### src/common/mipsPkg.sv
package mipsPkg;

    parameter int dataWidth    = 32;
    parameter int regAddrWidth = 5;

    typedef logic [dataWidth-1:0]    word_t;
    typedef logic [regAddrWidth-1:0] regAddr_t;
    typedef logic [5:0]              opcode_t;    // also used for function codes

    // ------------------------------------------------
    // opcodes, bits 31:26
    // ------------------------------------------------
    localparam opcode_t opRType = 6'h00;
    localparam opcode_t opAddi  = 6'h08;
    localparam opcode_t opLw    = 6'h23;
    localparam opcode_t opSw    = 6'h2B;
    localparam opcode_t opHalt  = 6'h3F;

    // R-type function field, bits 5:0
    localparam opcode_t fnAdd = 6'h20;
    localparam opcode_t fnSub = 6'h22;
    localparam opcode_t fnAnd = 6'h24;
    localparam opcode_t fnOr  = 6'h25;
    localparam opcode_t fnSlt = 6'h2A;
    localparam opcode_t fnSll = 6'h00;

    typedef enum logic [2:0] {
        aluAdd,
        aluSub,
        aluAnd,
        aluOr,
        aluSlt,
        aluSll
    } aluOp_t;

    // operand source picked in execute
    typedef enum logic [1:0] {
        fwdNone,
        fwdExMem,
        fwdMemWb
    } fwdSel_t;

endpackage

### src/fetch/instructionFetch.sv
`timescale 1ns/1ns

module instructionFetch #(
    parameter int imemDepthLog2 = 6
) (
    input  logic           clk,
    input  logic           i_rst,
    input  logic           i_halt,
    input  logic           i_stall,
    input  logic           i_loadWe,
    input  mipsPkg::word_t i_loadAddr,     // word index
    input  mipsPkg::word_t i_loadData,
    output mipsPkg::word_t o_instr,
    output logic           o_valid
);
    import mipsPkg::*;

    localparam int imemDepth = 2 ** imemDepthLog2;

    word_t imem [imemDepth];
    word_t pc;              // word index, not bytes
    word_t fetchWord;
    logic  haltSeen;        // halt already sent to decode
    logic  advance;

    assign fetchWord = imem[pc[imemDepthLog2-1:0]];
    assign advance   = !i_halt && !i_stall;

    // loader writes go through even while frozen
    always_ff @(posedge clk) begin
        if (i_loadWe) begin
            imem[i_loadAddr[imemDepthLog2-1:0]] <= i_loadData;
        end
    end

    always_ff @(posedge clk) begin
        if (i_rst) begin
            pc       <= '0;
            o_valid  <= 1'b0;
            haltSeen <= 1'b0;
        end else if (advance) begin
            if (haltSeen) begin
                o_valid <= 1'b0;    // only bubbles behind the halt
            end else begin
                pc       <= pc + 1'b1;
                o_valid  <= 1'b1;
                haltSeen <= (fetchWord[31:26] == opHalt);
            end
        end
    end

    // IF/ID payload
    always_ff @(posedge clk) begin
        if (advance && !haltSeen) begin
            o_instr <= fetchWord;
        end
    end

    pcInRange: assert property (@(posedge clk) disable iff (i_rst)
        advance && !haltSeen |-> pc < imemDepth)
        else $error("fetch PC %0d beyond instruction memory", pc);

endmodule

### config.mk
export PLATFORM = sky130hd
export DESIGN_NAME = instructionFetch
export DESIGN_NICKNAME = d
export VERILOG_FILES = /design/src/common/mipsPkg.sv /design/src/fetch/instructionFetch.sv
export SDC_FILE = /design/constraint.sdc
export NUM_CORES = 2
export LEC_CHECK = 0
export ABC_AREA = 1
export BUFFER_PORTS_ARGS = -buffer_cell sky130_fd_sc_hd__buf_2
export CAP_MARGIN = 15
export CORE_ASPECT_RATIO = 0.5
export CORE_MARGIN = 1
export CORE_UTILIZATION = 40
export DETAILED_ROUTE_END_ITERATION = 10
export GPL_TIMING_DRIVEN = 0
export PLACE_DENSITY = 0.61
export SLEW_MARGIN = 25
export SYNTH_ARGS = -nofsm -noshare
export SYNTH_HDL_FRONTEND = slang
export SYNTH_SLANG_ARGS = --single-unit
### constraint.sdc
create_clock -name clk -period 7 [get_ports clk]
set_clock_uncertainty 0.1 [all_clocks]
set_input_delay 1.4 -clock clk [delete_from_list [all_inputs] [get_ports clk]]
set_output_delay 1.4 -clock clk [all_outputs]
set_load 0.005 [all_outputs]
==> impl_results.md <==
- Share of power burned in registers: between 50% and 60%
- Die H: about 320 microns
- Synth Area per Inst: between 10 and 15 sq um
- All-layer global routing usage: about a third
- H-tree Lvls: 4
- Worst r2r dst: o_instr[2]
- Design area: roughly 97,000 sq um
- Post-Synthesis Cells: roughly 6,300
- PwrDens: about 270 nW/um^2
- CP Launch Type: flop
- Power Internal: around 0.02 W
- Outcome: finished clean
- Congestion Overflow GR: 0
- TritonCTS clock tree: yes
- CP cell instances: inv_2 -> buf_4 -> clkbuf_1 -> clkbuf_1 -> nor2_1 -> o22ai_1 -> nand2_1 -> nand2_1 -> nand2_1 -> o21ai_1
- Number of max-cap violations: 0
- Switching share of power: between 20 and 25%
- WP data arrival: ~5300 ps
- Routability Congestion: 1.013
- Rows: approximately 120
- R2R Setup Slk: 2250 ps
- First-pass detailed-route iteration total: 10
- Vias in the first global route: about 55,000
- Clock sinks: between 2,000 and 2,500
- # IOs: between 100 and 150
- Clock-pin slew on the worst setup and hold paths: 60 ps
- Share of cells above drive strength 1: between 10 and 15%
- Initial antenna violation count: 34
- Post-route ant nets: 0
- Avg WL per Cell: 35.62 microns
- Clk network pwr share: between 30% and 40%
- Vias per cell: 6.338
- Initial core utilization: about two fifths
- Hold path start: o_valid
- Lkg Pwr: between 30 and 40 nW
- Clk root buf: clkbuf_16
- Die Width: 643.0 microns
- Setup TNS: 0 ps
- Reg2Reg Depth: 10
- Area after DPL: ~91,000 sq um
- Post-synthesis sequential area ratio: between 70% and 80%
- Max incr delay on CP: 830 ps
- Area growth, synth to finish: 18.22%
- Most common cell after layout, fill and taps aside: edfxtp_1
- Core Footprint: between 200,000 and 250,000 sq um
- Drt first-iter violations: between 10,000 and 15,000
- Type of the worst setup path: reg -> reg
- Relative slew slack: between 10% and 20%
- Synthesized net count: between 6,000 and 7,000
- FF+latch count, synth: 2,094
- Vias: about 61,000
- Min-Delay Endpoint: o_valid
- Largest net degree at the start of global routing: 65
- RSZ-0062 raised after global routing: no
- Worst min path class: reg -> reg
- Synth warn: 0
- Detailed Place HPWL: 243,800 microns
- Num CTS Buffers: 189
- Clk_lat worst skew: around 880 ps
- CP endpoint kind: flop
- Synth Flop Type: edfxtp_1
- Synth async-reset ratio: 0%
- Routed wire length: ~350,000 microns
- Area of the mapped netlist: about 82,000 sq um
- Post-CTS setup buffer count: 0
- Hold Path Depth: 2
- # port buffers: 71
- Residual DRC: 0
- Netlist cell types: 35
- Crit-path slowest cell: clkbuf_1
- Max rail drop VDD: about 0.29 mV
- Fin. Hold Viols: 0
- Final Critical Period: 4751 ps
- First-pass GRT wire length: around 460,000 microns
- Comb power frac: roughly 8.0%
- Leading cell types in the layout, fill and taps excluded: edfxtp_1, nor2_1, o21ai_0
- Worst Path Required: between 7000 and 8000 ps
- Switching power total: roughly 0.0065 W
- Nets@finish: 6,839
- Total power: 0.02647 W
- Fmax: roughly 210 MHz
- Hold Buf Count CTS: 0
- EDFF count, synth: about 2,100
- Max Slew Vio Count: 0
- Slew @ Worst Pin: 1217 ps
- PostCTS Resize Cnt: 0
- Final Setup Violations: 0
- Final period util: 67.87%
- Layout Utilization: between 40% and 50%
- CTS max path bufs: 3
- Most frequent CP cell: nand2_1
- Crit-path max FO: 10
- Die Area: slightly above 200,000 sq um
critical path: cells and delay by family, from the launching register on:
family	cells	cell delay [ps]
compound gates	2	640
simple gates	4	960
flops	1	470
buf+inv	4	2270
metal layers:
metal / vias to the layer above / share of wire (%) / global-route usage [%]
met2: 5885 / 41 / 45.67
met1: 30130 / 35 / 42.44
met4: 12 / 6.5 / 17.84
met5: - / 0.025 / 0
li1: 24270 / - / -
met3: 1129 / 18 / 13.85
flip-flops by register name, indices dropped and copies added, names as in the netlist, named ones only:
register / flops
o_valid: 1
o_instr: 32
haltSeen: 1
pc: 6
imem: 2048
power by group through the flow:
stage / combinational (W) / clock (W) / sequential [W]
after floorplan: 0.000909 / 0 / 0.0142
after global placement: 0.00190 / 0 / 0.0142
after detailed placement: 0.00200 / 0 / 0.0142
after CTS: 0.00200 / 0.0104 / 0.0139
after global routing: 0.00215 / 0.0108 / 0.0139
final: 0.00212 / 0.0105 / 0.0139
kinds of logic after synthesis:
kind of cell / share of synthesized area (%)
AO/OA/AOI/OAI: 10.19
flip-flops: 76.35
AND/OR/NAND/NOR: 10.56
adder cells (fa/ha/maj): 0.01522
buffers and inverters: 2.887
per-stage QoR:
stage	hold WS (ps)	setup WS (ps)	cells
3_3_place_gp	343.3	-7239	9059
4_1_cts	371.3	2707	9663
3_5_place_dp	361.3	2275	9315
6_report	365.8	2249	9691
2_1_floorplan	324.4	1370	6251
5_1_grt	406.2	2526	9672
how the worst max path moves through the flow:
stage / startpoint / endpoint / slack (ps) / cells past startpoint
after detailed placement: i_loadWe / imem[53][18] / 2270 / 9
after global placement: i_loadWe / imem[48][21] / -7240 / 3
after floorplan: i_loadWe / imem[48][0] / 1370 / 3
after CTS: flop / o_instr[5] / 2710 / 9
final: flop / o_instr[2] / 2250 / 10
after global routing: flop / o_instr[2] / 2530 / 10
Yosys cell counts (4+ instances only):
| cell | number | share of area (%) |
|---|---|---|
| dfxtp_1 | 14 | 0.34 |
| nand2_1 | 602 | 2.7 |
| buf_6 | 27 | 0.37 |
| buf_4 | 52 | 0.48 |
| clkbuf_1 | 224 | 1.0 |
| nor2_1 | 1067 | 4.9 |
| buf_2 | 118 | 0.72 |
| nor3_1 | 4 | 0.024 |
| o22ai_1 | 485 | 3.7 |
| nand3_1 | 442 | 2.7 |
| o211ai_1 | 6 | 0.055 |
| inv_1 | 20 | 0.091 |
| o221ai_1 | 4 | 0.043 |
| buf_1 | 20 | 0.091 |
| nand4_1 | 9 | 0.069 |
| a21oi_1 | 12 | 0.073 |
| nor4_1 | 8 | 0.061 |
| o21ai_1 | 105 | 0.64 |
| o21ai_0 | 925 | 5.6 |
| o31ai_1 | 4 | 0.037 |
| edfxtp_1 | 2080 | 76 |
final cells by class:
class,count,area [sq um]
clock buffer,236,5041
inverter,23,96.34
clock inverter,112,975.9
timing repair buffer,327,4970
multi-input combinational,3687,17540
sequential,2094,62740
fill,17690,106600
antenna,28,70.07
tap,2737,3425
buffer,447,2291
No activity file was read; power rests on OpenSTA's default activity.
