File: config.mk
export PLATFORM = sky130hd
export DESIGN_NAME = memoryAccess_flat
export DESIGN_NICKNAME = d
export VERILOG_FILES = /design/src/common/mipsPkg.sv /design/src/common/exMemIf.sv /design/src/memory/memoryAccess.sv /design/src/flat_wrapper.sv
export SDC_FILE = /design/constraint.sdc
export NUM_CORES = 2
export LEC_CHECK = 0
export ABC_AREA = 1
export BUFFER_PORTS_ARGS = -buffer_cell sky130_fd_sc_hd__buf_2
export CAP_MARGIN = 20
export CORE_AREA = 2 2 473 475
export CTS_CLUSTER_DIAMETER = 150
export CTS_CLUSTER_SIZE = 10
export DETAILED_ROUTE_END_ITERATION = 7
export DIE_AREA = 0 0 475 477
export PLACE_DENSITY = 0.54
export SLEW_MARGIN = 20
export SYNTH_ARGS = -nofsm -noshare
export SYNTH_HDL_FRONTEND = slang
export SYNTH_SLANG_ARGS = --single-unit
File: constraint.sdc
create_clock -name clk -period 7 [get_ports clk]
set_input_delay 1.75 -clock clk [delete_from_list [all_inputs] [get_ports clk]]
set_output_delay 1.75 -clock clk [all_outputs]
set_load 0.01 [all_outputs]
File: src/common/mipsPkg.sv
package mipsPkg;

    parameter int dataWidth    = 32;
    parameter int regAddrWidth = 5;

    typedef logic [dataWidth-1:0]    word_t;
    typedef logic [regAddrWidth-1:0] regAddr_t;
    typedef logic [5:0]              opcode_t;    // also used for function codes

    // ------------------------------------------------
    // opcodes, bits 31:26
    // ------------------------------------------------
    localparam opcode_t opRType = 6'h00;
    localparam opcode_t opAddi  = 6'h08;
    localparam opcode_t opLw    = 6'h23;
    localparam opcode_t opSw    = 6'h2B;
    localparam opcode_t opHalt  = 6'h3F;

    // R-type function field, bits 5:0
    localparam opcode_t fnAdd = 6'h20;
    localparam opcode_t fnSub = 6'h22;
    localparam opcode_t fnAnd = 6'h24;
    localparam opcode_t fnOr  = 6'h25;
    localparam opcode_t fnSlt = 6'h2A;
    localparam opcode_t fnSll = 6'h00;

    typedef enum logic [2:0] {
        aluAdd,
        aluSub,
        aluAnd,
        aluOr,
        aluSlt,
        aluSll
    } aluOp_t;

    // operand source picked in execute
    typedef enum logic [1:0] {
        fwdNone,
        fwdExMem,
        fwdMemWb
    } fwdSel_t;

endpackage

File: src/common/exMemIf.sv
`timescale 1ns/1ns

interface exMemIf;
    import mipsPkg::*;

    word_t    aluResult;    // byte address for lw/sw
    word_t    storeData;
    regAddr_t destReg;
    logic     regWrite;
    logic     memRead;
    logic     memWrite;
    logic     isHalt;

    modport producer (output aluResult, storeData, destReg,
                      output regWrite, memRead, memWrite, isHalt);

    modport consumer (input aluResult, storeData, destReg,
                      input regWrite, memRead, memWrite, isHalt);

endinterface

File: src/memory/memoryAccess.sv
`timescale 1ns/1ns

module memoryAccess #(
    parameter int dmemDepthLog2 = 6
) (
    input  logic              clk,
    input  logic              i_rst,
    input  logic              i_halt,
    exMemIf.consumer          exMem,
    output mipsPkg::word_t    o_wbData,
    output mipsPkg::regAddr_t o_wbReg,
    output logic              o_wbEnable,
    output logic              o_memWe,
    output mipsPkg::word_t    o_memAddr,
    output mipsPkg::word_t    o_memWData,
    output logic              o_end
);
    import mipsPkg::*;

    localparam int dmemDepth = 2 ** dmemDepthLog2;

    word_t dmem [dmemDepth];
    word_t readData;
    logic  wbValid;
    logic  wbHalt;     // halt sitting in MEM/WB

    // byte address in, word index into the array
    assign readData   = dmem[exMem.aluResult[dmemDepthLog2+1:2]];

    assign o_memWe    = exMem.memWrite && !i_halt;    // one strobe per store
    assign o_memAddr  = exMem.aluResult;
    assign o_memWData = exMem.storeData;
    assign o_wbEnable = wbValid && !i_halt;

    always_ff @(posedge clk) begin
        if (o_memWe) begin
            dmem[exMem.aluResult[dmemDepthLog2+1:2]] <= exMem.storeData;
        end
    end

    // ------------------------------------------------
    // MEM/WB register and end flag
    // ------------------------------------------------
    always_ff @(posedge clk) begin
        if (i_rst) begin
            wbValid <= 1'b0;
            wbHalt  <= 1'b0;
            o_end   <= 1'b0;
        end else begin
            if (!i_halt) begin
                wbValid <= exMem.regWrite;
                wbHalt  <= exMem.isHalt;
            end
            if (wbHalt) o_end <= 1'b1;    // sticky
        end
    end

    always_ff @(posedge clk) begin
        if (!i_halt) begin
            o_wbData <= exMem.memRead ? readData : exMem.aluResult;
            o_wbReg  <= exMem.destReg;
        end
    end

endmodule

File: src/flat_wrapper.sv
// flat-port wrapper written by rule: the top's interface ports become plain ports
module memoryAccess_flat import mipsPkg::*;
#(
    parameter int dmemDepthLog2 = 6
)
  (clk, i_rst, i_halt, o_wbData, o_wbReg, o_wbEnable, o_memWe, o_memAddr, o_memWData, o_end, exMem_aluResult, exMem_storeData, exMem_destReg, exMem_regWrite, exMem_memRead, exMem_memWrite, exMem_isHalt);
  exMemIf exMem_i ();
  input  logic clk;
  input  logic i_rst;
  input  logic i_halt;
  output mipsPkg::word_t o_wbData;
  output mipsPkg::regAddr_t o_wbReg;
  output logic o_wbEnable;
  output logic o_memWe;
  output mipsPkg::word_t o_memAddr;
  output mipsPkg::word_t o_memWData;
  output logic o_end;
  input wire logic [$bits(exMem_i.aluResult)-1:0] exMem_aluResult;
  input wire logic [$bits(exMem_i.storeData)-1:0] exMem_storeData;
  input wire logic [$bits(exMem_i.destReg)-1:0] exMem_destReg;
  input wire logic [$bits(exMem_i.regWrite)-1:0] exMem_regWrite;
  input wire logic [$bits(exMem_i.memRead)-1:0] exMem_memRead;
  input wire logic [$bits(exMem_i.memWrite)-1:0] exMem_memWrite;
  input wire logic [$bits(exMem_i.isHalt)-1:0] exMem_isHalt;
  assign exMem_i.aluResult = exMem_aluResult;
  assign exMem_i.storeData = exMem_storeData;
  assign exMem_i.destReg = exMem_destReg;
  assign exMem_i.regWrite = exMem_regWrite;
  assign exMem_i.memRead = exMem_memRead;
  assign exMem_i.memWrite = exMem_memWrite;
  assign exMem_i.isHalt = exMem_isHalt;
  memoryAccess #(.dmemDepthLog2(dmemDepthLog2)) u_core (.clk(clk), .i_rst(i_rst), .i_halt(i_halt), .exMem(exMem_i), .o_wbData(o_wbData), .o_wbReg(o_wbReg), .o_wbEnable(o_wbEnable), .o_memWe(o_memWe), .o_memAddr(o_memAddr), .o_memWData(o_memWData), .o_end(o_end));
endmodule
==> key figures <==
Route
  • Met2 wire len: about 130000 um
  • Post-Route WL: roughly 280000 um
  • Remaining antenna violation count: 0
  • DRT iter0 DRCs: roughly 6.2k
  • DRC viols: 0
  • Via count: 59.7k
  • Uppermost routed layer: met5
  • 1st-pass router iterations: 6
  • Wl on met1: 119000 um
  • Routed len/inst: ~24 um
  • Met3 WL: around 18000 um
  • Via/cell ratio: between 5 and 6

Place
  • DP Worst Slack: approximately 1.7 ns
  • DP Wirelength: about 160000 um
  • Port buffer count: around 180
  • Placed cell count: 11.5k
  • Dpl cell area: between 90000 and 100000 um^2
  • Routability Congestion: between 0.8 and 0.9

GRT
  • GRT overflow: 0
  • First-pass GRT wire length: around 400000 um
  • Vias in the first global route: 57.0k
  • Global Route Usage Sum: between 20% and 30%
  • Initial antenna violation count: 26
  • Pin count of the biggest net entering global routing: 210

Floorplan
  • Core area: roughly 220000 um^2
  • Die W: 475 um
  • Die Span Y: 477 um
  • Count of boundary I/O pins: 180
  • Initial core utilization: about 40%
  • Die area: between 200000 and 250000 um^2
  • Rows: 173

Synth
  • Synth top area cells: edfxtp_1 (71%), nand2_1 (24%), buf_2 (1.5%), buf_4 (0.72%), nor2_1 (0.67%)
  • Top cell type by total area after synthesis: edfxtp_1
  • FF+latch count, synth: approximately 2.1k
  • Cell variety after synth: 24
  • Synth Instances: 8623
  • Synth Warn #: 0
  • Area share of the largest cell type after synthesis: a little under three quarters
  • Synth Area per Inst: between 10 and 15 um^2
  • Synth Cell Area: 88100 um^2
  • Post-synthesis net count: between 8k and 9k
  • Sequential area share after synthesis: ~71%

STA
  • Crit path setup slack, layout: about 2.3 ns
  • Max_slew headroom: roughly 28%
  • Total negative slack: 0 ns
  • Period utilization: 66.6%
  • RSZ-0062 raised after global routing: false
  • Hold Vio Cnt, Final: 0
  • Max-slew violations: 0
  • Final setup violation count: 0
  • Fmax achieved: around 0.21 GHz
  • Clock Skew: around 0.067 ns
  • Final hold slack: ~0.46 ns
  • Slew @ Worst Pin: between 1 and 1.5 ns
  • Minimum clock period: 4.66 ns

CTS
  • Clock Path Buffers: 3
  • Root Driver: clkbuf_16
  • CTS tree: built
  • CTS H-tree lvls: 4
  • Clock sinks: 2088
  • Total CTS buffers: 226
  • Post-cts resize count: 0
  • CTS clock-pin slew for the worst setup and hold paths: ~0.05 ns
  • Clock Latency Late Sink: a little under 0.9 ns
  • Number of setup buffers added after CTS: 0
  • CTS Hold Bufs: 0

Power
  • P_leak: about 40 nW
  • VDD IR-drop max: roughly 0.00026 V
  • Pwr Density: ~260 nW/um^2

Final layout
  • Fill cell count: ~21k
  • Final nets: around 8.8k
  • Syn-to-layout area delta: 11.9%
  • Final cell count without fillers: 11.7k
  • Share of layout cells above drive strength 1: about 8.3%
  • Final instance area: 98600 um^2

Setup path
  • Reg2Reg Depth: 12
  • Worst EP required: about 5.3 ns
  • CP Max Fanout: 83
  • Critical Path End Type: output port
  • Critical path origin: exMem_aluResult[3]
  • CP arrival: approximately 2.9 ns
  • RR Startpoint: u_core.dmem[3][13]
  • Startpoint class of the critical path: primary input
  • Setup CP Type: primary input to output port

Status
  • Status: finished, final reports clean

Hold path
  • Hold crit path type: flip-flop to flip-flop
  • Hold Startpoint: u_core.o_end
  • Hold Path Depth: 2

Job
  • Number of max-cap violations: 0
[per-stage QoR]
step | total power [W] | utilization, %
3_3_place_gp | 0.0159 | 41.8
4_1_cts | 0.0263 | 44.5
2_1_floorplan | 0.0150 | -
3_5_place_dp | 0.0159 | 41.8
5_1_grt | 0.0269 | 44.5
6_report | 0.0261 | 44.5
[Yosys cell counts]
library cell	number
a211oi_1	1
a21oi_1	20
buf_1	27
buf_2	256
buf_4	84
buf_6	5
clkbuf_1	120
clkinv_1	3
dfxtp_1	3
edfxtp_1	2085
inv_1	77
inv_2	6
inv_4	1
nand2_1	5677
nand3_1	38
nand4_1	2
nor2_1	157
nor2_2	1
nor3_1	4
nor4_1	2
o211ai_1	6
o21ai_0	8
o21ai_1	12
or2_2	28
[final timing paths]
check                              to  slack (ns)
setup / recovery         o_memAddr[3]        2.34
hold / removal           u_core.o_end        0.46
setup reg to reg  u_core.o_wbData[13]        4.51
hold reg to reg          u_core.o_end        0.46
[registers in the layout, summed over array words and instances (netlist names)]
signal           cells
u_core.dmem       2048
u_core.o_wbData     32
u_core.o_wbReg       5
u_core.o_end         1
u_core.wbHalt        1
u_core.wbValid       1
[worst max-delay path, stage by stage]
cell and delay (ns):
buf_8 0.40, buf_12 0.50, buf_2 0.24
[kinds of logic (layout without fill, tap and decap cells)]
logic type | Yosys count | count (layout) | share of synthesized area [%]
simple gates | 5909 | 5909 | 25.3
flops | 2088 | 2088 | 71.1
buf+inv | 579 | 720 | 3.23
compound gates | 47 | 47 | 0.287
other cells | 0 | 3 | 0
[layer usage]
layer	track usage [%]	vias up
met2	40.7	2160
met5	0	-
met1	33.4	29253
li1	-	27862
met3	3.16	428
met4	8.87	2
[placed cells by master, fill, tap and decap left out, types with 5 or more instances in the layout]
cell type  count
clkinv_16      9
nor2_4        66
buf_12        20
inv_1         75
buf_2        176
or2_2         28
a21oi_1       20
inv_2          5
edfxtp_1    2085
o211ai_1       6
nand2_1     5677
nand3_1       38
o21ai_0        8
clkbuf_16    226
nor2_1        90
o21ai_1       12
clkbuf_1      12
buf_4        180
[power by group]
group	internal, W	switching [W]
Sequential	0.0138	0.0000222
Clock	0.00572	0.00474
Combinational	0.000390	0.00138
[layout make-up]
type,count,area (um^2),area share (%)
clock buffers,238,5700,5.78
clock inverters,16,368,0.373
diodes,3,7.51,0.00761
well taps,2975,3720,3.78
inverters,87,359,0.364
multi-input cells,5956,23100,23.4
repair buffers,379,2680,2.72
flip-flops and latches,2088,62700,63.6
(Power assumes the default switching activity.)
