<file path="src/common/mipsPkg.sv">
package mipsPkg;

    parameter int dataWidth    = 32;
    parameter int regAddrWidth = 5;

    typedef logic [dataWidth-1:0]    word_t;
    typedef logic [regAddrWidth-1:0] regAddr_t;
    typedef logic [5:0]              opcode_t;    // also used for function codes

    // ------------------------------------------------
    // opcodes, bits 31:26
    // ------------------------------------------------
    localparam opcode_t opRType = 6'h00;
    localparam opcode_t opAddi  = 6'h08;
    localparam opcode_t opLw    = 6'h23;
    localparam opcode_t opSw    = 6'h2B;
    localparam opcode_t opHalt  = 6'h3F;

    // R-type function field, bits 5:0
    localparam opcode_t fnAdd = 6'h20;
    localparam opcode_t fnSub = 6'h22;
    localparam opcode_t fnAnd = 6'h24;
    localparam opcode_t fnOr  = 6'h25;
    localparam opcode_t fnSlt = 6'h2A;
    localparam opcode_t fnSll = 6'h00;

    typedef enum logic [2:0] {
        aluAdd,
        aluSub,
        aluAnd,
        aluOr,
        aluSlt,
        aluSll
    } aluOp_t;

    // operand source picked in execute
    typedef enum logic [1:0] {
        fwdNone,
        fwdExMem,
        fwdMemWb
    } fwdSel_t;

endpackage

</file>
<file path="src/common/exMemIf.sv">
`timescale 1ns/1ns

interface exMemIf;
    import mipsPkg::*;

    word_t    aluResult;    // byte address for lw/sw
    word_t    storeData;
    regAddr_t destReg;
    logic     regWrite;
    logic     memRead;
    logic     memWrite;
    logic     isHalt;

    modport producer (output aluResult, storeData, destReg,
                      output regWrite, memRead, memWrite, isHalt);

    modport consumer (input aluResult, storeData, destReg,
                      input regWrite, memRead, memWrite, isHalt);

endinterface

</file>
<file path="src/common/idExIf.sv">
`timescale 1ns/1ns

interface idExIf;
    import mipsPkg::*;

    regAddr_t   rs;
    regAddr_t   rt;
    word_t      rsVal;
    word_t      rtVal;
    word_t      imm;        // sign extended, rd sits in 15:11
    logic [4:0] shamt;
    aluOp_t     aluOp;
    logic       useImm;
    logic       destIsRt;
    logic       regWrite;
    logic       memRead;
    logic       memWrite;
    logic       isHalt;

    modport producer (output rs, rt, rsVal, rtVal, imm, shamt, aluOp,
                      output useImm, destIsRt, regWrite, memRead, memWrite, isHalt);

    modport consumer (input rs, rt, rsVal, rtVal, imm, shamt, aluOp,
                      input useImm, destIsRt, regWrite, memRead, memWrite, isHalt);

endinterface

</file>
<file path="src/execute/instructionExecute.sv">
`timescale 1ns/1ns

module instructionExecute (
    input  logic              clk,
    input  logic              i_rst,
    input  logic              i_halt,
    input  mipsPkg::word_t    i_wbData,
    input  mipsPkg::regAddr_t i_wbReg,
    input  logic              i_wbEnable,
    idExIf.consumer           idEx,
    exMemIf.producer          exMem
);
    import mipsPkg::*;

    fwdSel_t  fwdA;
    fwdSel_t  fwdB;
    word_t    opA;
    word_t    opB;          // forwarded rt, also the store data
    word_t    aluIn2;
    word_t    aluResult;
    regAddr_t dest;

    // youngest writer wins
    function automatic fwdSel_t pickFwd(input regAddr_t src);
        if (exMem.regWrite && exMem.destReg == src) return fwdExMem;
        if (i_wbEnable && i_wbReg == src) return fwdMemWb;
        return fwdNone;
    endfunction

    function automatic word_t fwdMux(input fwdSel_t sel, input word_t regVal);
        case (sel)
            fwdExMem: return exMem.aluResult;
            fwdMemWb: return i_wbData;
            default:  return regVal;
        endcase
    endfunction

    assign fwdA   = pickFwd(idEx.rs);
    assign fwdB   = pickFwd(idEx.rt);
    assign opA    = fwdMux(fwdA, idEx.rsVal);
    assign opB    = fwdMux(fwdB, idEx.rtVal);
    assign aluIn2 = idEx.useImm ? idEx.imm : opB;
    assign dest   = idEx.destIsRt ? idEx.rt : idEx.imm[15:11];    // rd field

    // ------------------------------------------------
    // ALU
    // ------------------------------------------------
    always_comb begin
        case (idEx.aluOp)
            aluSub:  aluResult = opA - aluIn2;
            aluAnd:  aluResult = opA & aluIn2;
            aluOr:   aluResult = opA | aluIn2;
            aluSlt:  aluResult = {31'b0, $signed(opA) < $signed(aluIn2)};
            aluSll:  aluResult = opB << idEx.shamt;    // sll shifts rt
            default: aluResult = opA + aluIn2;
        endcase
    end

    always_ff @(posedge clk) begin
        if (i_rst) begin
            exMem.regWrite <= 1'b0;
            exMem.memRead  <= 1'b0;
            exMem.memWrite <= 1'b0;
            exMem.isHalt   <= 1'b0;
        end else if (!i_halt) begin
            exMem.regWrite <= idEx.regWrite;
            exMem.memRead  <= idEx.memRead;
            exMem.memWrite <= idEx.memWrite;
            exMem.isHalt   <= idEx.isHalt;
        end
    end

    always_ff @(posedge clk) begin
        if (!i_halt) begin
            exMem.aluResult <= aluResult;
            exMem.storeData <= opB;
            exMem.destReg   <= dest;
        end
    end

    // decode must never mark one instruction as load and store
    loadXorStore: assert property (@(posedge clk) disable iff (i_rst)
        !(exMem.memRead && exMem.memWrite))
        else $error("EX/MEM has memRead and memWrite both set");

endmodule

</file>
<file path="src/flat_wrapper.sv">
// flat-port wrapper written by rule: the top's interface ports become plain ports
module instructionExecute_flat import mipsPkg::*;
  (clk, i_rst, i_halt, i_wbData, i_wbReg, i_wbEnable, idEx_rs, idEx_rt, idEx_rsVal, idEx_rtVal, idEx_imm, idEx_shamt, idEx_aluOp, idEx_useImm, idEx_destIsRt, idEx_regWrite, idEx_memRead, idEx_memWrite, idEx_isHalt, exMem_aluResult, exMem_storeData, exMem_destReg, exMem_regWrite, exMem_memRead, exMem_memWrite, exMem_isHalt);
  idExIf idEx_i ();
  exMemIf exMem_i ();
  input  logic clk;
  input  logic i_rst;
  input  logic i_halt;
  input  mipsPkg::word_t i_wbData;
  input  mipsPkg::regAddr_t i_wbReg;
  input  logic i_wbEnable;
  input wire logic [$bits(idEx_i.rs)-1:0] idEx_rs;
  input wire logic [$bits(idEx_i.rt)-1:0] idEx_rt;
  input wire logic [$bits(idEx_i.rsVal)-1:0] idEx_rsVal;
  input wire logic [$bits(idEx_i.rtVal)-1:0] idEx_rtVal;
  input wire logic [$bits(idEx_i.imm)-1:0] idEx_imm;
  input wire logic [$bits(idEx_i.shamt)-1:0] idEx_shamt;
  input wire logic [$bits(idEx_i.aluOp)-1:0] idEx_aluOp;
  input wire logic [$bits(idEx_i.useImm)-1:0] idEx_useImm;
  input wire logic [$bits(idEx_i.destIsRt)-1:0] idEx_destIsRt;
  input wire logic [$bits(idEx_i.regWrite)-1:0] idEx_regWrite;
  input wire logic [$bits(idEx_i.memRead)-1:0] idEx_memRead;
  input wire logic [$bits(idEx_i.memWrite)-1:0] idEx_memWrite;
  input wire logic [$bits(idEx_i.isHalt)-1:0] idEx_isHalt;
  output wire logic [$bits(exMem_i.aluResult)-1:0] exMem_aluResult;
  output wire logic [$bits(exMem_i.storeData)-1:0] exMem_storeData;
  output wire logic [$bits(exMem_i.destReg)-1:0] exMem_destReg;
  output wire logic [$bits(exMem_i.regWrite)-1:0] exMem_regWrite;
  output wire logic [$bits(exMem_i.memRead)-1:0] exMem_memRead;
  output wire logic [$bits(exMem_i.memWrite)-1:0] exMem_memWrite;
  output wire logic [$bits(exMem_i.isHalt)-1:0] exMem_isHalt;
  assign idEx_i.rs = idEx_rs;
  assign idEx_i.rt = idEx_rt;
  assign idEx_i.rsVal = idEx_rsVal;
  assign idEx_i.rtVal = idEx_rtVal;
  assign idEx_i.imm = idEx_imm;
  assign idEx_i.shamt = idEx_shamt;
  assign idEx_i.aluOp = idEx_aluOp;
  assign idEx_i.useImm = idEx_useImm;
  assign idEx_i.destIsRt = idEx_destIsRt;
  assign idEx_i.regWrite = idEx_regWrite;
  assign idEx_i.memRead = idEx_memRead;
  assign idEx_i.memWrite = idEx_memWrite;
  assign idEx_i.isHalt = idEx_isHalt;
  assign exMem_aluResult = exMem_i.aluResult;
  assign exMem_storeData = exMem_i.storeData;
  assign exMem_destReg = exMem_i.destReg;
  assign exMem_regWrite = exMem_i.regWrite;
  assign exMem_memRead = exMem_i.memRead;
  assign exMem_memWrite = exMem_i.memWrite;
  assign exMem_isHalt = exMem_i.isHalt;
  instructionExecute u_core (.clk(clk), .i_rst(i_rst), .i_halt(i_halt), .i_wbData(i_wbData), .i_wbReg(i_wbReg), .i_wbEnable(i_wbEnable), .idEx(idEx_i), .exMem(exMem_i));
endmodule
</file>
<file path="config.mk">
export PLATFORM = sky130hd
export DESIGN_NAME = instructionExecute_flat
export DESIGN_NICKNAME = d
export VERILOG_FILES = /design/src/common/mipsPkg.sv /design/src/common/exMemIf.sv /design/src/common/idExIf.sv /design/src/execute/instructionExecute.sv /design/src/flat_wrapper.sv
export SDC_FILE = /design/constraint.sdc
export NUM_CORES = 1
export LEC_CHECK = 0
export ABC_AREA = 0
export BUFFER_PORTS_ARGS = -buffer_cell sky130_fd_sc_hd__clkbuf_2
export CORE_MARGIN = 3
export CORE_UTILIZATION = 40
export DETAILED_ROUTE_END_ITERATION = 6
export SYNTH_ARGS = -nofsm -noshare
export SYNTH_HDL_FRONTEND = slang
export SYNTH_SLANG_ARGS = --single-unit
</file>
<file path="constraint.sdc">
create_clock -name clk -period 6.04 [get_ports clk]
set_clock_uncertainty 0.15 [all_clocks]
set_input_delay 0 -clock clk [delete_from_list [all_inputs] [get_ports clk]]
set_output_delay 0 -clock clk [all_outputs]
set_load 0.005 [all_outputs]
</file>
==> flow_summary.ini, run 1 <==
[outcome]
status = finished clean

[clock_network]
clkSinkCount = 73
clkTransAtPathRegs_ns = 0.08
cts_tree = built
htree_levels = 3
clockBufferDepth = 2
cts_root_buf = clkbuf_16
clk_latency_ns = 0.36
cts_buffers = 9

[timing]
worst_slew_margin_rel_pct = 28.9
maxSlewViolCount = 0
setup_viol_count_final = 0
max_freq_mhz = 177
fin_crit_ns = 5.66
finalHoldWorstSlack_ns = 0.00540
final-hold-violation-count = 0
tightest_slew_ns = 1.07
fin_setup_tns_ns = 0
rsz0062_at_grt = false
finalCritPeriodShare_pct = 93.7

[worst_setup_path]
arrival_ns = 5.61
slowest_stage = o21ai_0
crit_path_max_fanout = 12
end_kind = flop
crit_path_start_kind = flop
cp_num_buf_inv = 2
max_stage_delay_ns = 0.58
cp_cell_sequence = xnor2_1, nand4_2, or2_1, buf_4, a31oi_2, buf_4, mux2_2, ha_1, and3_1, and2_1, nor3b_1, a221oi_1, o41a_1, o21ai_0, a21oi_1, mux2i_1, a2111oi_0, nand3_1
cp_top_family = compound AO/OA/AOI/OAI gates
crit_top_cell = buf_4
worstPathRequired_ns = 6.00
worstSetupPathType = flop to flop

[synth]
yosys_warnings = 0
syn_inst = 1432
synth_edf_count = 69
netlist_area_mm2 = 0.0114
synthesis.nets = 1691
synth-seq-cells = 73
synthFlopType = edfxtp_1
syn_avg_cell_area_um2 = 7.94
ys_seq_area_share_pct = 18.9
synthArstFlopShare_pct = 0
post_synth_num_cell_types = 80

[drt]
drtIter0Drc = 1661
wirelength_um = 51800
avgRoutedWirePerCell_um = 25.8
drc_errors = 0
viasPerCell = 6.28
antenna_left = 0
num_vias = 12600
wl_met2_um = 22500
met1Wirelength_um = 22600
drtPass1Iterations = 6
routed.top_layer = met5
route.met3.wl_um = 5500

[place]
dp_hpwl_um = 40300
gp_congestion = 1.02
place.port_buffers = 233

[layout]
final_common_cell = clkbuf_2
nNetsFinal = 1887
syn2layout_area_growth_pct = 17.8
mostFrequentLayoutCells = 233 x clkbuf_2, 115 x a21oi_1, 105 x o21ai_0
diodes = 0
drive_gt1_share_pct = 24.1

[floorplan]
initial_core_util_pct = 40.7
core_mm2 = 0.0279
die-height_um = 175
num_rows = 61
ios = 234
die_area_mm2 = 0.0305
die_w_um = 175

[grt]
grt_pass1_wl_um = 75800
first_global_vias = 11800
grt_overflow = 0
grtUsageTotal_pct = 32.5
grt_max_degree = 70
grt_antenna_before_repair = 2

[worst_hold_path]
hp-class = input pin to flop

[pwr]
irDropWorstVdd_mv = 0.139
powerDensity_mw_per_mm2 = 191
leakage_nw = 5.65

[flow_run]
cap_violations = 0
layout make-up:
| class | instances | area, um2 |
|---|---|---|
| fillers | 2833 | 14500 |
| multi-input cells | 1146 | 8390 |
| flip-flops and latches | 73 | 2150 |
| repair buffers | 295 | 1680 |
| well taps | 378 | 473 |
| inverters | 103 | 387 |
| clock buffers | 10 | 229 |
| clock inverters | 6 | 90.1 |
logic make-up (layout without fill, tap and decap cells):
| family | after synthesis | after routing | synth area share [%] |
|---|---|---|---|
| compound gates | 467 | 467 | 27.2 |
| xor+xnor | 48 | 48 | 3.70 |
| fa+ha+maj | 98 | 98 | 10.9 |
| buf+inv | 213 | 414 | 7.48 |
| flops | 73 | 73 | 18.9 |
| mux | 143 | 143 | 15.5 |
| simple gates | 390 | 390 | 16.3 |
state kept, by name, indices dropped and copies added, names as in the netlist:
register and flops:
u_core.exMem.regWrite 1, u_core.exMem.memWrite 1, u_core.exMem.storeData 32, u_core.exMem.memRead 1
u_core.exMem.isHalt 1, u_core.exMem.destReg 5, u_core.exMem.aluResult 32
report_power, final:
group          leakage (nW)  internal (mW)  total (mW)  switching, mW
combinational          4.79          0.488        1.26          0.773
clock                 0.153          0.364       0.618          0.254
sequential            0.712          0.622       0.687         0.0650
path summary, 6_finish.rpt:
kind | from | end | slack [ns] | cells after the start
worst max-delay path | u_core.exMem.destReg[2]$_DFFE_PN_ | u_core.exMem.aluResult[25]$_DFFE_PN_ | 0.38 | 18
worst min-delay path | idEx_rtVal[27] | u_core.exMem.storeData[27]$_DFFE_PN_ | 0.005 | 3
worst max register to register | u_core.exMem.destReg[2]$_DFFE_PN_ | u_core.exMem.aluResult[25]$_DFFE_PN_ | 0.38 | 18
worst min register to register | u_core.exMem.aluResult[3]$_DFFE_PN_ | u_core.exMem.storeData[3]$_DFFE_PN_ | 0.80 | 3
cells in the mapped netlist, drive strengths merged (9+ instances only):
library cell / instances / area, um2
o22ai: 20 / 125
mux4: 23 / 518
o221ai: 9 / 78.8
clkbuf: 79 / 297
nand3: 42 / 210
nor3: 61 / 315
ha: 96 / 1200
a221oi: 10 / 87.6
a22oi: 16 / 120
o21ai: 108 / 541
or3: 12 / 75.1
mux2i: 84 / 841
xor2: 16 / 140
inv: 102 / 383
o31ai: 12 / 95.1
a21oi: 115 / 576
mux2: 36 / 405
nor2: 97 / 364
a21o: 18 / 135
nand2b: 12 / 75.1
a31oi: 42 / 325
o21bai: 12 / 93.8
buf: 31 / 168
nand2: 103 / 387
edfxtp: 69 / 2070
o211ai: 11 / 92.6
o21a: 11 / 82.6
or2: 11 / 68.8
and2: 11 / 68.8
xnor2: 32 / 280
nor2b: 9 / 56.3
a211oi: 16 / 120
what timing repair did:
| item | in CTS | in global routing |
|---|---|---|
| hold endpoints to repair | 10 | 0 |
| gates resized for setup | 0 | 2 |
| hold buffers | 20 | 0 |
| setup buffers | 0 | 0 |
| setup endpoints to repair | 0 | 2 |
worst register-to-register path, delay by kind of cell (launching register included):
kind            cells  cell delay, ns
buf+inv             2            0.47
simple gates        6            1.18
compound gates      6            1.98
xor+xnor            1            0.17
flops               1            0.44
mux                 2            0.47
fa+ha+maj           1            0.54
layer usage:
metal  up-vias  GRT usage, %
met5         -             0
met4         4          7.81
met3        80          7.41
met2       760          49.0
met1      6077          47.1
li1       5716             -
metrics by stage:
stage	setup slack (ns)	instance area, um2	util, %	power, mW	std cells
global placement	0.409	12900	46.1	1.90	1975
CTS	0.397	13400	48.0	2.52	2011
detailed placement	0.418	12900	46.1	1.90	1975
global route	0.119	13400	48.0	2.68	2011
floorplan	0.973	11400	-	1.45	1432
finish	0.382	13400	48.0	2.57	2011
(Power assumes the default switching activity.)
==> run 2, diff against run 1 <==
- REMOVE_ABC_BUFFERS: not set -> 1
==> run 2 against run 1 <==
  * Wire length fell by 6.6%
  * Hold slack improved by 0.039 ns
  * Via count fell by 0.35%
  * Sequential power fell by 4.5%
  * Critical path depth rose by 2
  * Global-route usage fell by 2.3 points
  * Worst setup slack improved by 0.094 ns
  * Utilization rose by 0.56 points
  * Register-to-register slack improved by 0.14 ns
==> flow_summary.ini, run 2 (same netlist as run 1, synthesis figures left out) <==
[outcome]
status = finished clean

[layout]
nNetsFinal = 1907
multi_input_area_mm2 = 0.00838
seqCellArea_mm2 = 0.00215
reg.largest.list = u_core.exMem.aluResult (32), u_core.exMem.storeData (32), u_core.exMem.destReg (5)
syn2layout_area_growth_pct = 19.2
design_area_mm2 = 0.0136
mostFrequentLayoutCells = 233 x clkbuf_2, 115 x a21oi_1, 105 x o21ai_0
final_core_util_pct = 48.5
stdcell_count = 2032
fill_cells = 2869
drive_gt1_share_pct = 25.0
final_common_cell = clkbuf_2

[clock_network]
cts_tree = built
cts_buffers = 9
clkSinkCount = 73
clk_latency_ns = 0.36
htree_levels = 3
clkTransAtPathRegs_ns = 0.07
cts_setup_buffers = 0
cts_root_buf = clkbuf_16
clockBufferDepth = 2

[drt]
viasPerCell = 6.20
num_vias = 12600
wirelength_um = 48400
antenna_left = 0
avgRoutedWirePerCell_um = 23.8
drc_errors = 0
drtIter0Drc = 1354
drtPass1Iterations = 6

[place]
postPlaceCellArea_mm2 = 0.0130
place.port_buffers = 233
dp_hpwl_um = 37200
dpl.cell_count = 1993
gp_congestion = 1.00

[worst_hold_path]
hp-class = input pin to flop
hold_path_depth = 3

[pwr]
finalPower_mw = 2.55
p_int_mw = 1.49
irDropWorstVdd_mv = 0.128
p_seq_share_pct = 25.7
p_sw_share_pct = 41.7
pwr-share-comb_pct = 49.3
p_switching_mw = 1.06
powerDensity_mw_per_mm2 = 188
p_clk_share_pct = 25.0
leakage_nw = 5.75

[timing]
finalCritPeriodShare_pct = 92.1
worst_slew_margin_rel_pct = 26.6
fin_crit_ns = 5.56
tightest_slew_ns = 1.10
final-hold-violation-count = 0
max_freq_mhz = 180
fin_setup_tns_ns = 0
rsz0062_at_grt = false
setup_viol_count_final = 0
maxSlewViolCount = 0

[worst_setup_path]
max_stage_delay_ns = 0.56
path_depth = 20
cp_top_family = compound AO/OA/AOI/OAI gates
crit_top_cell = a31oi_1
slowest_stage = a311oi_1
crit_path_start_kind = input pin
worstSetupPathType = input pin to flop
end_kind = flop
cp_num_buf_inv = 3
arrival_ns = 5.53
r2r_slack_ns = 0.52
worstPathRequired_ns = 6.00
crit_path_max_fanout = 10
cp_cell_sequence = dlygate4sd3_1, clkbuf_2, xnor2_1, and4_2, nand3_1, a31oi_1, mux2_2, ha_1, inv_1, fa_1, nor2b_1, o211ai_2, a2111oi_2, a311oi_1, a31oi_2, a311o_2, o2bb2ai_2, a31oi_1, a21bo_2, a211o_1
ff2ff_path_depth = 18

[floorplan]
core_mm2 = 0.0279
die_area_mm2 = 0.0305
die_w_um = 175
initial_core_util_pct = 40.7
die-height_um = 175
ios = 234
num_rows = 61

[grt]
first_global_vias = 12100
grt_max_degree = 70
grt_pass1_wl_um = 71700
grt_antenna_before_repair = 3
grtUsageTotal_pct = 30.2
grt_overflow = 0

[flow_run]
cap_violations = 0
[run 2: cell type report]
class | instances | area share [%]
multi-input combinational | 1146 | 61.8
sequential | 73 | 15.9
timing repair buffer | 315 | 13.5
tap | 378 | 3.49
inverter | 103 | 2.85
clock buffer | 9 | 1.66
clock inverter | 7 | 0.747
antenna | 1 | 0.0185
[run 2: path summary, 6_finish.rpt]
path / from / to
setup / recovery: idEx_rt[0] / u_core.exMem.aluResult[28]$_DFFE_PN_
hold / removal: idEx_rtVal[26] / u_core.exMem.storeData[26]$_DFFE_PN_
setup reg to reg: u_core.exMem.destReg[2]$_DFFE_PN_ / u_core.exMem.aluResult[28]$_DFFE_PN_
hold reg to reg: u_core.exMem.aluResult[24]$_DFFE_PN_ / u_core.exMem.storeData[24]$_DFFE_PN_
[run 2: through the flow]
stage               hold slack, ns  setup WS (ns)
floorplan                  -0.0776         0.0625
global placement            0.0693          0.633
detailed placement          0.0769          0.517
CTS                         0.0435          0.326
global route                0.0575          0.139
finish                      0.0446          0.476
[run 2: power by group through the flow]
stage          clock (mW)  combinational (mW)  sequential (mW)
5_1_grt             0.657                1.35            0.662
4_1_cts             0.639                1.23            0.656
3_3_place_gp            0                1.21            0.666
3_5_place_dp            0                1.21            0.667
2_1_floorplan           0               0.750            0.664
6_report            0.637                1.26            0.656
[run 2: per-layer routing]
metal	global-route usage (%)	routed length, um
met2	48.6	21600
met5	0	0
met3	6.35	4730
met1	40.9	20700
met4	9.01	1360
[run 2: tightest hold or removal path: cells and delay by family]
| family | cells | cell delay, ns |
|---|---|---|
| AOI/OAI and AO/OA | 2 | 0.28 |
| buffers and inverters | 1 | 0.07 |
[run 2: timing repair]
item | CTS | global route
hold buffers | 22 | 0
hold endpoints to repair | 11 | 0
resized for setup | 0 | 2
setup endpoints to repair | 0 | 3
